$ cat src/include/setup_macros.svh
`ifndef SETUP_MACROS_SVH
`define SETUP_MACROS_SVH

// host bus byte address width
`define SETUP_ADDR_W 6

// vertex words, x y z per vertex
`define SETUP_V0X 6'h00
`define SETUP_V0Y 6'h04
`define SETUP_V0Z 6'h08
`define SETUP_V1X 6'h0C
`define SETUP_V1Y 6'h10
`define SETUP_V1Z 6'h14
`define SETUP_V2X 6'h18
`define SETUP_V2Y 6'h1C
`define SETUP_V2Z 6'h20

`define SETUP_CMD    6'h24  // command, write starts engine
`define SETUP_STATUS 6'h28  // {err, done, busy}
`define SETUP_ORDER  6'h2C  // vertex order, slot 0 in [1:0]
`define SETUP_MIN    6'h30
`define SETUP_MAX    6'h34

// opcode in cmd[31:30]
`define SETUP_OP_DRAW  2'b01
`define SETUP_OP_CLEAR 2'b10

`endif

$ cat src/hw/fp_pkg.sv
package fp_pkg;

  // ieee single precision fields
  typedef logic [7:0]  fp_exp_t;
  typedef logic [22:0] fp_man_t;

  typedef struct packed {
    logic    sign;
    fp_exp_t expo;  // biased exponent
    fp_man_t mant;  // fraction, hidden bit not stored
  } fp_word_t;

  // a < b on raw bit patterns
  // nan and denormals fall out of the field compare as is
  function automatic logic fp_less(fp_word_t a, fp_word_t b);
    logic exp_lt;
    logic exp_eq;
    logic man_lt;
    logic mag_lt;
    exp_lt = a.expo < b.expo;
    exp_eq = a.expo == b.expo;
    man_lt = a.mant < b.mant;
    mag_lt = exp_lt | (exp_eq & man_lt);  // |a| < |b|, tie is not less
    case ({a.sign, b.sign})
      2'b10:   fp_less = 1'b1;     // neg vs pos
      2'b01:   fp_less = 1'b0;     // pos vs neg
      2'b00:   fp_less = mag_lt;
      default: fp_less = ~mag_lt;  // both neg, reversed; equal counts as less
    endcase
  endfunction

endpackage

$ cat src/hw/setup_pkg.sv
`include "setup_macros.svh"

package setup_pkg;

  // cmd[31:30]; 00 and 11 are rejected
  typedef enum logic [1:0] {
    OP_NONE  = 2'b00,
    OP_DRAW  = `SETUP_OP_DRAW,
    OP_CLEAR = `SETUP_OP_CLEAR,
    OP_RSVD  = 2'b11
  } opcode_e;

  typedef enum logic [1:0] {
    AXIS_X   = 2'd0,
    AXIS_Y   = 2'd1,
    AXIS_Z   = 2'd2,
    AXIS_BAD = 2'd3   // flagged as error by decode
  } axis_e;

  typedef struct packed {
    opcode_e     op;
    logic [27:0] rsvd;
    axis_e       sort_axis;
  } draw_cmd_t;

  // mask bit 0 order, bit 1 min, bit 2 max
  typedef struct packed {
    opcode_e     op;
    logic [26:0] rsvd;
    logic [2:0]  clear_mask;
  } clear_cmd_t;

  // same word, view picked by op
  typedef union packed {
    draw_cmd_t  draw;
    clear_cmd_t clear;
  } cmd_word_u;

  typedef logic [2:0][1:0] order_t;  // [slot] = vertex index, slot 0 smallest

endpackage

$ cat src/hw/setup_if.sv
`timescale 1ns/1ps

// register block to command decode
interface cmd_if import setup_pkg::*, fp_pkg::*; ();
  logic                cmd_valid;  // one cycle per accepted cmd write
  cmd_word_u           cmd_word;
  fp_word_t [2:0][2:0] vtx;        // [vertex][axis]
  logic                busy;       // lock for new cmd writes

  modport regs (output cmd_valid, cmd_word, vtx, input busy);
  modport dec  (input cmd_valid, cmd_word, vtx, output busy);
endinterface

// decode to execute, one key per vertex
interface key_if import fp_pkg::*; ();
  logic     key_valid;
  fp_word_t key0;
  fp_word_t key1;
  fp_word_t key2;

  modport src (output key_valid, key0, key1, key2);
  modport exe (input key_valid, key0, key1, key2);
endinterface

// execute and decode into result, status back to regs
interface res_if import setup_pkg::*, fp_pkg::*; ();
  logic     res_valid;
  order_t   order;
  fp_word_t min_key;
  fp_word_t max_key;
  logic     cmd_start;  // cmd_valid seen by decode
  logic     clr_valid;
  logic [2:0] clr_mask;
  logic     err_valid;
  logic     busy;
  logic     done;
  logic     err;
  order_t   rd_order;   // readback copies
  fp_word_t rd_min;
  fp_word_t rd_max;

  modport exe (output res_valid, order, min_key, max_key);
  modport dec (output cmd_start, clr_valid, clr_mask, err_valid, input busy);
  modport res (input res_valid, order, min_key, max_key, cmd_start, clr_valid,
               clr_mask, err_valid, output busy, done, err, rd_order, rd_min, rd_max);
  modport status (input busy, done, err, rd_order, rd_min, rd_max);
endinterface

$ cat src/hw/setup_axil_regs.sv
`timescale 1ns/1ps
`include "setup_macros.svh"

module setup_axil_regs
  import setup_pkg::*;
(
  input  logic                     hb_clk,
  input  logic                     reset,
  input  logic [`SETUP_ADDR_W-1:0] s_awaddr,
  input  logic                     s_awvalid,
  output logic                     s_awready,
  input  logic [31:0]              s_wdata,
  input  logic [3:0]               s_wstrb,
  input  logic                     s_wvalid,
  output logic                     s_wready,
  output logic [1:0]               s_bresp,
  output logic                     s_bvalid,
  input  logic                     s_bready,
  input  logic [`SETUP_ADDR_W-1:0] s_araddr,
  input  logic                     s_arvalid,
  output logic                     s_arready,
  output logic [31:0]              s_rdata,
  output logic [1:0]               s_rresp,
  output logic                     s_rvalid,
  input  logic                     s_rready,
  cmd_if.regs                      cmd,
  res_if.status                    res
);
  localparam logic [1:0] RESP_OKAY   = 2'b00;
  localparam logic [1:0] RESP_SLVERR = 2'b10;

  logic [31:0]              vtx_q [9];  // v0x .. v2z
  cmd_word_u                cmd_q;
  logic [`SETUP_ADDR_W-1:0] aw_off, ar_off;
  logic [4:0]               w_slot, r_slot;  // {hit, index}
  logic                     aw_go, ar_go;
  logic                     w_is_cmd, w_ro, w_err;
  logic [31:0]              rd_word;
  logic                     rd_hit;

  // vertex word index for an offset
  function automatic logic [4:0] vtx_slot(logic [`SETUP_ADDR_W-1:0] addr);
    case (addr)
      `SETUP_V0X: vtx_slot = {1'b1, 4'd0};
      `SETUP_V0Y: vtx_slot = {1'b1, 4'd1};
      `SETUP_V0Z: vtx_slot = {1'b1, 4'd2};
      `SETUP_V1X: vtx_slot = {1'b1, 4'd3};
      `SETUP_V1Y: vtx_slot = {1'b1, 4'd4};
      `SETUP_V1Z: vtx_slot = {1'b1, 4'd5};
      `SETUP_V2X: vtx_slot = {1'b1, 4'd6};
      `SETUP_V2Y: vtx_slot = {1'b1, 4'd7};
      `SETUP_V2Z: vtx_slot = {1'b1, 4'd8};
      default:    vtx_slot = 5'd0;
    endcase
  endfunction

  // byte lane merge
  function automatic logic [31:0] merge_strb(logic [31:0] old, logic [31:0] data,
                                             logic [3:0] strb);
    merge_strb = old;
    for (int b = 0; b < 4; b++) begin
      if (strb[b]) merge_strb[b*8 +: 8] = data[b*8 +: 8];
    end
  endfunction

  assign aw_off   = {s_awaddr[`SETUP_ADDR_W-1:2], 2'b00};  // word aligned
  assign ar_off   = {s_araddr[`SETUP_ADDR_W-1:2], 2'b00};
  assign aw_go    = s_awvalid & s_wvalid & ~s_awready & ~s_bvalid;
  assign ar_go    = s_arvalid & ~s_arready & ~s_rvalid;
  assign w_slot   = vtx_slot(aw_off);
  assign w_is_cmd = aw_off == `SETUP_CMD;
  assign w_ro     = aw_off inside {`SETUP_STATUS, `SETUP_ORDER, `SETUP_MIN, `SETUP_MAX};
  assign w_err    = (~w_slot[4] & ~w_is_cmd & ~w_ro) | (w_is_cmd & cmd.busy);

  always_ff @(posedge hb_clk) begin
    if (reset) begin
      s_awready     <= 1'b0;
      s_wready      <= 1'b0;
      s_bvalid      <= 1'b0;
      s_arready     <= 1'b0;
      s_rvalid      <= 1'b0;
      cmd.cmd_valid <= 1'b0;
    end else begin
      s_awready     <= aw_go;  // aw and w taken together
      s_wready      <= aw_go;
      cmd.cmd_valid <= aw_go & w_is_cmd & ~cmd.busy;
      if (s_awready) s_bvalid <= 1'b1;  // response the cycle after accept
      else if (s_bready) s_bvalid <= 1'b0;
      s_arready <= ar_go;
      if (s_arready) s_rvalid <= 1'b1;
      else if (s_rready) s_rvalid <= 1'b0;
    end
  end

  // write data and responses
  always_ff @(posedge hb_clk) begin
    if (aw_go) begin
      s_bresp <= w_err ? RESP_SLVERR : RESP_OKAY;
      if (w_slot[4]) vtx_q[w_slot[3:0]] <= merge_strb(vtx_q[w_slot[3:0]], s_wdata, s_wstrb);
      if (w_is_cmd && !cmd.busy) cmd_q <= merge_strb(cmd_q, s_wdata, s_wstrb);
    end
    if (s_arready) begin  // araddr still held in handshake cycle
      s_rdata <= rd_word;
      s_rresp <= rd_hit ? RESP_OKAY : RESP_SLVERR;
    end
  end

  always_comb begin
    r_slot  = vtx_slot(ar_off);
    rd_hit  = 1'b1;
    rd_word = '0;  // unmapped reads return zero
    if (r_slot[4]) begin
      rd_word = vtx_q[r_slot[3:0]];
    end else begin
      case (ar_off)
        `SETUP_CMD:    rd_word = cmd_q;
        `SETUP_STATUS: rd_word = {29'd0, res.err, res.done, res.busy};
        `SETUP_ORDER:  rd_word = {26'd0, res.rd_order};
        `SETUP_MIN:    rd_word = res.rd_min;
        `SETUP_MAX:    rd_word = res.rd_max;
        default:       rd_hit  = 1'b0;
      endcase
    end
  end

  // flat words out as [vertex][axis]
  always_comb begin
    for (int v = 0; v < 3; v++) begin
      for (int a = 0; a < 3; a++) begin
        cmd.vtx[v][a] = vtx_q[v*3 + a];
      end
    end
  end

  assign cmd.cmd_word = cmd_q;

endmodule

$ cat src/hw/setup_decode.sv
`timescale 1ns/1ps

module setup_decode
  import setup_pkg::*, fp_pkg::*;
(
  input logic hb_clk,
  input logic reset,
  cmd_if.dec  cmd,
  key_if.src  key,
  res_if.dec  res
);
  cmd_word_u cw;
  logic      is_draw, is_clear, axis_ok;
  fp_word_t  sel [3];  // sort key per vertex

  assign cw       = cmd.cmd_word;
  assign is_draw  = cw.draw.op == OP_DRAW;
  assign is_clear = cw.clear.op == OP_CLEAR;
  assign axis_ok  = cw.draw.sort_axis != AXIS_BAD;

  assign res.cmd_start = cmd.cmd_valid;  // result starts busy here
  assign cmd.busy      = res.busy;

  // axis mux, axis 3 never gets past the error check
  always_comb begin
    for (int v = 0; v < 3; v++) begin
      case (cw.draw.sort_axis)
        AXIS_X:  sel[v] = cmd.vtx[v][0];
        AXIS_Y:  sel[v] = cmd.vtx[v][1];
        default: sel[v] = cmd.vtx[v][2];
      endcase
    end
  end

  always_ff @(posedge hb_clk) begin
    if (reset) begin
      key.key_valid <= 1'b0;
      res.clr_valid <= 1'b0;
      res.err_valid <= 1'b0;
    end else begin
      key.key_valid <= cmd.cmd_valid & is_draw & axis_ok;
      res.clr_valid <= cmd.cmd_valid & is_clear;
      res.err_valid <= cmd.cmd_valid & ~(is_clear | (is_draw & axis_ok));  // bad op or axis
    end
  end

  always_ff @(posedge hb_clk) begin
    if (cmd.cmd_valid) begin
      key.key0     <= sel[0];
      key.key1     <= sel[1];
      key.key2     <= sel[2];
      res.clr_mask <= cw.clear.clear_mask;
    end
  end

endmodule

$ cat src/hw/setup_execute.sv
`timescale 1ns/1ps

module setup_execute
  import fp_pkg::*, setup_pkg::*;
(
  input logic hb_clk,
  input logic reset,
  key_if.exe  key,
  res_if.exe  res
);
  fp_word_t   k_s1 [3];  // keys carried through stage 1
  logic       v_s1;
  logic       b10, b20, b21;  // bji: vertex j ahead of vertex i, j > i
  logic [1:0] rank0, rank1, rank2;
  order_t     order_n;

  always_ff @(posedge hb_clk) begin
    if (reset) begin
      v_s1          <= 1'b0;
      res.res_valid <= 1'b0;
    end else begin
      v_s1          <= key.key_valid;
      res.res_valid <= v_s1;
    end
  end

  // stage 1, pairwise compares
  // identical words are a tie and keep index order
  always_ff @(posedge hb_clk) begin
    if (key.key_valid) begin
      k_s1[0] <= key.key0;
      k_s1[1] <= key.key1;
      k_s1[2] <= key.key2;
      b10     <= fp_less(key.key1, key.key0) & (key.key1 != key.key0);
      b20     <= fp_less(key.key2, key.key0) & (key.key2 != key.key0);
      b21     <= fp_less(key.key2, key.key1) & (key.key2 != key.key1);
    end
  end

  // rank = count of vertices placed ahead
  assign rank0 = {1'b0, b10} + {1'b0, b20};
  assign rank1 = {1'b0, ~b10} + {1'b0, b21};
  assign rank2 = {1'b0, ~b20} + {1'b0, ~b21};

  always_comb begin
    order_n        = '0;
    order_n[rank0] = 2'd0;  // ranks distinct, every slot written
    order_n[rank1] = 2'd1;
    order_n[rank2] = 2'd2;
  end

  // stage 2, order and extremes
  always_ff @(posedge hb_clk) begin
    if (v_s1) begin
      res.order   <= order_n;
      res.min_key <= k_s1[order_n[0]];
      res.max_key <= k_s1[order_n[2]];
    end
  end

endmodule

$ cat src/hw/setup_result.sv
`timescale 1ns/1ps

module setup_result (
  input logic hb_clk,
  input logic reset,
  res_if.res  res
);
  logic busy_q;

  // busy from the cmd_valid cycle itself
  assign res.busy = busy_q | res.cmd_start;

  always_ff @(posedge hb_clk) begin
    if (reset) begin
      busy_q       <= 1'b0;
      res.done     <= 1'b0;
      res.err      <= 1'b0;
      res.rd_order <= '0;
      res.rd_min   <= '0;
      res.rd_max   <= '0;
    end else begin
      if (res.cmd_start) begin
        busy_q   <= 1'b1;
        res.done <= 1'b0;  // new cmd drops old status
        res.err  <= 1'b0;
      end
      if (res.res_valid) begin  // draw finished
        busy_q       <= 1'b0;
        res.done     <= 1'b1;
        res.rd_order <= res.order;
        res.rd_min   <= res.min_key;
        res.rd_max   <= res.max_key;
      end
      if (res.clr_valid) begin
        busy_q   <= 1'b0;
        res.done <= 1'b1;
        if (res.clr_mask[0]) res.rd_order <= '0;
        if (res.clr_mask[1]) res.rd_min   <= '0;
        if (res.clr_mask[2]) res.rd_max   <= '0;
      end
      if (res.err_valid) begin  // results untouched
        busy_q  <= 1'b0;
        res.err <= 1'b1;
      end
    end
  end

endmodule

$ cat src/hw/setup_top.sv
`timescale 1ns/1ps
`include "setup_macros.svh"

module setup_top (
  input  logic                     hb_clk,
  input  logic                     reset,
  input  logic [`SETUP_ADDR_W-1:0] s_awaddr,
  input  logic                     s_awvalid,
  output logic                     s_awready,
  input  logic [31:0]              s_wdata,
  input  logic [3:0]               s_wstrb,
  input  logic                     s_wvalid,
  output logic                     s_wready,
  output logic [1:0]               s_bresp,
  output logic                     s_bvalid,
  input  logic                     s_bready,
  input  logic [`SETUP_ADDR_W-1:0] s_araddr,
  input  logic                     s_arvalid,
  output logic                     s_arready,
  output logic [31:0]              s_rdata,
  output logic [1:0]               s_rresp,
  output logic                     s_rvalid,
  input  logic                     s_rready
);
  cmd_if cmd_bus ();  // regs to decode
  key_if key_bus ();  // decode to execute
  res_if res_bus ();  // into result, status back

  setup_axil_regs u_regs (
    .hb_clk    (hb_clk),    .reset     (reset),
    .s_awaddr  (s_awaddr),  .s_awvalid (s_awvalid), .s_awready (s_awready),
    .s_wdata   (s_wdata),   .s_wstrb   (s_wstrb),   .s_wvalid  (s_wvalid),
    .s_wready  (s_wready),  .s_bresp   (s_bresp),   .s_bvalid  (s_bvalid),
    .s_bready  (s_bready),  .s_araddr  (s_araddr),  .s_arvalid (s_arvalid),
    .s_arready (s_arready), .s_rdata   (s_rdata),   .s_rresp   (s_rresp),
    .s_rvalid  (s_rvalid),  .s_rready  (s_rready),
    .cmd       (cmd_bus),
    .res       (res_bus)
  );

  setup_decode u_decode (
    .hb_clk (hb_clk),
    .reset  (reset),
    .cmd    (cmd_bus),
    .key    (key_bus),
    .res    (res_bus)
  );

  setup_execute u_execute (
    .hb_clk (hb_clk),
    .reset  (reset),
    .key    (key_bus),
    .res    (res_bus)
  );

  setup_result u_result (
    .hb_clk (hb_clk),
    .reset  (reset),
    .res    (res_bus)
  );

endmodule

$ cat config.mk
export PLATFORM = sky130hd
export DESIGN_NAME = setup_top
export DESIGN_NICKNAME = d
export VERILOG_FILES = /design/src/hw/fp_pkg.sv /design/src/hw/setup_pkg.sv /design/src/hw/setup_if.sv /design/src/hw/setup_axil_regs.sv /design/src/hw/setup_decode.sv /design/src/hw/setup_execute.sv /design/src/hw/setup_result.sv /design/src/hw/setup_top.sv
export VERILOG_INCLUDE_DIRS = /design/src /design/src/include
export SDC_FILE = /design/constraint.sdc
export NUM_CORES = 1
export LEC_CHECK = 0
export BUFFER_PORTS_ARGS = -buffer_cell sky130_fd_sc_hd__buf_4
export CAP_MARGIN = 40
export CORE_ASPECT_RATIO = 0.9
export CORE_MARGIN = 8
export CORE_UTILIZATION = 40
export DETAILED_ROUTE_END_ITERATION = 7
export PLACE_DENSITY = 0.55
export SYNTH_ARGS = -nofsm -noshare
export SYNTH_HDL_FRONTEND = slang
export SYNTH_SLANG_ARGS = --single-unit
$ cat constraint.sdc
create_clock -name hb_clk -period 8.5 [get_ports hb_clk]
set_input_delay 0.425 -clock hb_clk [delete_from_list [all_inputs] [get_ports hb_clk]]
set_output_delay 0.425 -clock hb_clk [all_outputs]
set_load 0.02 [all_outputs]
==> results of run 1 <==
==> cell type report <==
| class | instances | area [sq um] |
|---|---|---|
| Inverter | 71 | 267 |
| Antenna cell | 1 | 2.50 |
| Sequential cell | 705 | 20400 |
| Timing Repair Buffer | 156 | 1330 |
| Clock inverter | 41 | 375 |
| Fill cell | 6663 | 40800 |
| Tap cell | 1029 | 1290 |
| Multi-Input combinational cell | 1269 | 9330 |
| Clock buffer | 103 | 2090 |
==> state kept, by name, summed over array words and instances, names as in the netlist, 3 cells and up <==
name,flops
u_result.res.rd_max,32
u_result.res.rd_min,32
u_regs.cmd.cmd_word,32
u_decode.key.key0,32
u_decode.key.key2,32
u_result.res.rd_order,6
u_execute.k_s1,96
u_regs.vtx_q,288
u_decode.res.clr_mask,3
u_decode.key.key1,32
u_execute.res.order,6
u_execute.res.max_key,32
u_regs.s_rdata,32
u_execute.res.min_key,32
==> path summary, 6_finish.rpt <==
check,from,endpoint,cells after the start
setup / recovery,u_regs.cmd.cmd_word[1],u_decode.key.key0[15],4
hold / removal,s_wdata[15],u_regs.vtx_q[8][15],1
setup reg to reg,u_regs.cmd.cmd_word[1],u_decode.key.key0[15],4
hold reg to reg,u_decode.key.key0[30],u_execute.k_s1[0][30],0
==> worst max-delay path, cell delays in order, from the launching register on <==
cell and delay [ns]:
edfxtp_1 0.40, buf_4 0.49, buf_4 0.65, buf_4 0.72, o21ai_0 0.29
==> metal layers <==
| layer | vias to the layer above | routed length (microns) | share of wire | track usage |
|---|---|---|---|---|
| li1 | 8422 | - | - | - |
| met1 | 9490 | 39200 | 0.44 | 0.283 |
| met2 | 734 | 42000 | 0.47 | 0.335 |
| met3 | 163 | 5710 | 0.064 | 0.0316 |
| met4 | 2 | 2780 | 0.031 | 0.0746 |
| met5 | - | 13 | 0.00014 | 0 |
==> stage by stage <==
stage	utilization	std cells	worst slack (ns)	hold WS (ns)	cell area (sq um)
floorplan	-	2161	5.00	0.401	30400
global placement	0.425	3197	4.61	0.430	32200
detailed placement	0.430	3230	4.87	0.437	32600
CTS	0.462	3374	5.51	0.0258	35000
global route	0.462	3375	5.36	0.0521	35000
finish	0.462	3375	5.52	0.0578	35000
==> logic make-up (layout without fill, tap and decap cells) <==
kind of cell	Yosys count	after routing	share of synthesized area
xor gates and xnor gates	3	3	0.000864
and+or+nand+nor	477	477	0.0670
muxes	322	322	0.124
DFF	705	705	0.669
other	1	3	0.000123
AOI/OAI and AO/OA	368	368	0.0731
buffers and inverters	187	371	0.0264
adders and majority gates	97	97	0.0399
==> report_power, final <==
part           internal [mW]  switching (mW)  total [mW]
sequential              3.76         0.00863        3.77
clock                   1.92            1.37        3.29
combinational         0.0846           0.174       0.259
==> Yosys cell counts, drive strengths merged (2+ instances only) <==
library cell and n:
nor3b 3, o221ai 5, ha 97, xnor2 2, nor2b 21, mux2 8
nor2 135, o2111ai 4, edfxtp 622, o31ai 4, mux4 42, inv 70
o21a 2, mux2i 272, and3 5, and2 8, nand2b 6, a211oi 7
a22oi 6, nor4 6, o22ai 3, nor3 4, a221oi 14, a2111oi 3
nand4 22, nand3 18, a21oi 53, o211ai 17, dfxtp 83, nor4b 2
nand2 242, a21o 11, a222oi 23, o21ai 204, clkbuf 59, buf 57
a32oi 4
==> key figures, run 1 <==
Floorplanning
  – Core area: 75800 sq um
  – I/O pin count: 96
  – Die ar.: approximately 85000 sq um
  – Initial Util: 0.401
  – Die W: 307 microns
  – Die H: between 200 and 300 microns
  – Row count: 96

STA
  – Fin Setup TNS: 0 ns
  – Max Fclk: 336 MHz
  – Final worst path period share: 0.350
  – Count of final hold-check violations: 0
  – Worst-margin pin slew: roughly 0.93 ns
  – Fin. max-slew vios: 0
  – Post-route minimum period: 2.98 ns
  – Slew Limit Headroom: 0.382
  – Clock Skews: 0.0198 ns
  – RSZ-0062 raised after global routing: no
  – Final Setup Violations: 0

Synth
  – Synth area leader: edfxtp_1
  – Post-synthesis cell type count: 60
  – Post-synth EDFFs: just over 600
  – Mapped cell area: 30400 sq um
  – FFs w/ async S/R, synth: 0
  – Register area share after synthesis: 0.669
  – Yosys warning count: 0
  – Cells after Synth: between 2k and 2.5k
  – Register bit total from synthesis: 705
  – Ranking of synthesized cells by area: edfxtp_1, mux2i_1, dfxtp_1, ha_1, o21ai_0
  – Dominant synthesized flop cell: edfxtp_1
  – Post-synth top area share: 0.614
  – Post-synthesis area per instance: about 14 sq um

Clock tree
  – Hold-fix buffers, CTS: 0
  – Post-CTS Setup Bufs: 0
  – CTS tree: built
  – CTS Sinks: 705
  – Clock Pin Slew Worst Setup and Hold Paths: ~0.060 ns
  – H-tree depth reported by CTS: 3
  – Root Buffer: clkbuf_16
  – Post-cts resize count: 0
  – TritonCTS buffer count: between 70 and 80
  – CTS Buffer Depth: 3
  – Clock latency on the worst-skew pair: between 0.6 and 0.7 ns

Setup path
  – Kind of critical path: reg -> reg
  – Critical Path RT: approximately 8.8 ns
  – Crit Path Max Fanout: between 70 and 80
  – Arrival time worst endpoint: between 3 and 4 ns
  – Worst Setup Start Kind: flop
  – Crit path capture type: flop
  – R2r setup slk: about 5.5 ns

Power
  – Total Power Consumption: approximately 7.3 mW
  – Leakage: about 12 nW
  – Pwr dens: between 200 and 250 nW/um^2
  – Worst vdd ir: around 0.16 mV

GRT
  – Grt ovf: 0
  – Initial antenna violation count: 3
  – First-pass GRT wire length: roughly 130000 microns
  – GRT Util Overall: 0.207
  – Vias in the first global route: around 19k
  – Largest net degree at the start of global routing: between 90 and 100

Route
  – DRT iter0 DRCs: just under 2k
  – Routed wire per std cell: about 27 microns
  – DRT Pass-1 Iters: 7
  – WL final: 89700 microns
  – Antenna Nets Post-Route: 0
  – Routed vias/inst: 5.57
  – DRC: 0
  – DR vias: ~19k

Final layout
  – Leading cell types in the layout, fill and taps excluded: edfxtp_1, mux2i_1, nand2_1
  – Nets@finish: roughly 2.4k
  – Commonest non-fill, non-tap cell in the layout: edfxtp_1
  – Area Growth Syn to Fin: 15.2%
  – Fraction of layout cells with a size suffix above 1: 0.142

Placed design
  – Port Buffers: ~90
  – Detailed Place HPWL: 59000 microns
  – Gpl congestion: 0.846

Worst hold path
  – Hold Crit Class: in -> reg

Status
  – Outcome: completed

Job
  – Max Cap Viol: 0
Power figures use the tool's default switching activity.
==> run 2, diff against run 1 <==
--- a/config.mk
+++ b/config.mk
@@ -12,7 +12,7 @@
 export CORE_MARGIN = 8
 export CORE_UTILIZATION = 40
 export DETAILED_ROUTE_END_ITERATION = 7
-export PLACE_DENSITY = 0.55
+export PLACE_DENSITY = 0.57
 export SYNTH_ARGS = -nofsm -noshare
 export SYNTH_HDL_FRONTEND = slang
 export SYNTH_SLANG_ARGS = --single-unit
==> constraint.sdc (replaced) <==
create_clock -name hb_clk -period 2.7 [get_ports hb_clk]
set_input_delay 0.135 -clock hb_clk [delete_from_list [all_inputs] [get_ports hb_clk]]
set_output_delay 0.135 -clock hb_clk [all_outputs]
set_load 0.02 [all_outputs]
==> key figures, run 2 (synthesis results as in run 1) <==
STA
  – Count of final hold-check violations: 0 (unchanged)
  – Final worst path period share: 0.917 (+0.566)
  – RSZ-0062 raised after global routing: no
  – Max Fclk: 404 MHz (+20%)
  – Slew Limit Headroom: 0.417 (+0.0350)
  – Final Hold Slack: 0.117 ns (+0.0593 ns)
  – Fin Setup TNS: 0 ns (unchanged)
  – Post-route minimum period: 2.48 ns (-0.503 ns)
  – Fin. max-slew vios: 0 (unchanged)
  – Worst-margin pin slew: 0.865 ns (-0.0616 ns)
  – Clock Skews: 0.0238 ns (+0.00395 ns)
  – Final Setup Violations: 0 (unchanged)

Power
  – Clock power share: 0.468 (+0.018)
  – Worst vdd ir: 0.544 mV (+240%)
  – Int Power: 19.0 mW (+230%)
  – NetSw: 4.96 mW (+220%)
  – Reg power frac: 0.496 (-0.019)
  – Switching share of power: 0.207 (-0.00525)
  – Combinational power share: 0.036 (about the same)
  – Pwr dens: 662 nW/um^2 (+220%)
  – Leakage: 12.8 nW (+4.9%)

Final layout
  – Nets@finish: 2533 (+4.2%)
  – Fillers: 6525 (-2.1%)
  – Reg area: 20400 sq um (unchanged)
  – Layout Utilization: 0.477 (+0.0151)
  – Leading cell types in the layout, fill and taps excluded: edfxtp_1, mux2i_1, nand2_1
  – Largest register FFs: 288 (unchanged)
  – Multi-input logic area: 9280 sq um (-0.50%)
  – Area Growth Syn to Fin: 19.0%
  – Fraction of layout cells with a size suffix above 1: 0.163 (+0.0213)
  – Design Area, Final: 36200 sq um (+3.3%)
  – Commonest non-fill, non-tap cell in the layout: edfxtp_1

Clock tree
  – Post-CTS Setup Bufs: 0 (unchanged)
  – Root Buffer: clkbuf_16
  – CTS Buffer Depth: 3 (unchanged)
  – CTS Sinks: 705 (unchanged)
  – TritonCTS buffer count: 77 (unchanged)
  – Clock latency on the worst-skew pair: 0.61 ns (about the same)
  – H-tree depth reported by CTS: 3 (unchanged)
  – CTS tree: built
  – Clock Pin Slew Worst Setup and Hold Paths: 0.06 ns (about the same)

GRT
  – Grt ovf: 0 (unchanged)
  – First-pass GRT wire length: 128000 microns (-1.6%)
  – Largest net degree at the start of global routing: 95 (-4.0%)
  – GRT Util Overall: 0.203 (-0.00425)
  – Initial antenna violation count: 4 (+1)
  – Vias in the first global route: 18.7k (-1.3%)

Route
  – Top layer in use: met4
  – Routed length on met3: 7870 microns (+38%)
  – DRT iter0 DRCs: 2150 (+11%)
  – DRT Pass-1 Iters: 8 (+1)
  – DRC: 2 (+2)
  – Routed vias/inst: 5.47 (-1.8%)
  – DR vias: 19.0k (+1.1%)
  – Wire length on met2: 36500 microns (-13%)
  – WL final: 88000 microns (-1.9%)
  – Antenna Nets Post-Route: 0 (unchanged)
  – Routed wire per std cell: 25.3 microns (-4.7%)
  – M1 WL: 41400 microns (+5.5%)

Worst hold path
  – Hold Crit Class: in -> reg
  – Hold path depth: 3 (+2)
  – WHS Endpoint: u_regs.cmd.cmd_word[31]
  – Hold Startpoint: s_wstrb[3]

Placed design
  – Gpl congestion: 0.921 (+8.9%)
  – Placement Cell Area: 33000 sq um (+1.4%)
  – Detailed Place HPWL: 62500 microns (+6.0%)
  – Port Buffers: 89 (unchanged)

Setup path
  – Worst r2r src: u_decode.key.key2[25]
  – Critical Path RT: 3.06 ns (-5.76 ns)
  – Crit path capture type: flop
  – Kind of critical path: reg -> reg
  – Worst Setup Start Kind: flop
  – Crit Path Max Fanout: 3 (-96%)
  – R2r setup slk: 0.22 ns (-5.30 ns)
  – Worst r2r dst: u_execute.b21
  – Arrival time worst endpoint: 2.84 ns (-0.46 ns)
  – Worst r2r path cells: 6 (+2)

Status
  – Failing checks: DRC
  – Outcome: finished with violations

Floorplanning
  – Die W: 307 microns (unchanged)
  – Row count: 96 (unchanged)
  – Core area: 75800 sq um (unchanged)
  – Initial Util: 0.401 (unchanged)
  – I/O pin count: 96 (unchanged)
  – Die H: 278 microns (unchanged)
  – Die ar.: 85100 sq um (unchanged)

Job
  – Max Cap Viol: 0 (unchanged)
-- run 2: layout make-up --
cell class | count | area share
sequential | 705 | 0.563
multi-input combinational | 1269 | 0.257
inverter | 71 | 0.00737
timing repair buffer | 257 | 0.0630
tap | 1029 | 0.0356
antenna | 2 | 0.000138
clock inverter | 47 | 0.0164
clock buffer | 95 | 0.0583
-- run 2: what timing repair did --
action | CTS | global route
hold buffers | 45 | 0
endpoints found under the hold margin | 333 | 0
gates resized for setup | 0 | 0
-- run 2: worst max-delay path: stages, from the launching register on --
cell and delay [ns]:
edfxtp_1 0.44, ha_1 0.31, nand4_1 0.24, a2111oi_0 0.61, o2111ai_1 0.22, and3_1 0.23
o21a_1 0.18
-- run 2: metrics by stage --
step	setup WS (ns)	std cells	total power, mW
3_3_place_gp	0.258	3286	12.9
4_1_cts	0.249	3473	24.2
3_5_place_dp	0.268	3286	12.9
6_report	0.224	3475	24.0
5_1_grt	0.0202	3473	24.6
2_1_floorplan	0.327	2161	12.5
-- run 2: power by group through the flow --
stage	Sequential [mW]	Combinational [mW]	Clock, mW
floorplan	12.1	0.344	0
detailed placement	12.1	0.802	0
global placement	12.1	0.788	0
global route	11.9	0.906	11.8
finish	11.9	0.861	11.2
CTS	11.9	0.858	11.4
-- run 2: how the worst max path moves through the flow --
stage | cells after the start | to | from | slack, ns
CTS | 6 | u_execute.b21 | u_decode.key.key2[26] | 0.25
global placement | 6 | u_execute.b21 | u_decode.key.key2[26] | 0.26
detailed placement | 6 | u_execute.b21 | u_decode.key.key2[26] | 0.27
finish | 6 | u_execute.b21 | u_decode.key.key2[25] | 0.22
global route | 8 | u_execute.b20 | u_decode.key.key0[14] | 0.02
floorplan | 4 | u_regs.cmd.cmd_word[0] | u_regs.cmd.cmd_valid | 0.33
-- run 2: metal layers --
layer / up-vias / global-route usage
met2: 801 / 0.288
met1: 9476 / 0.313
met5: - / 0
met4: 0 / 0.0594
met3: 115 / 0.0377
li1: 8631 / -
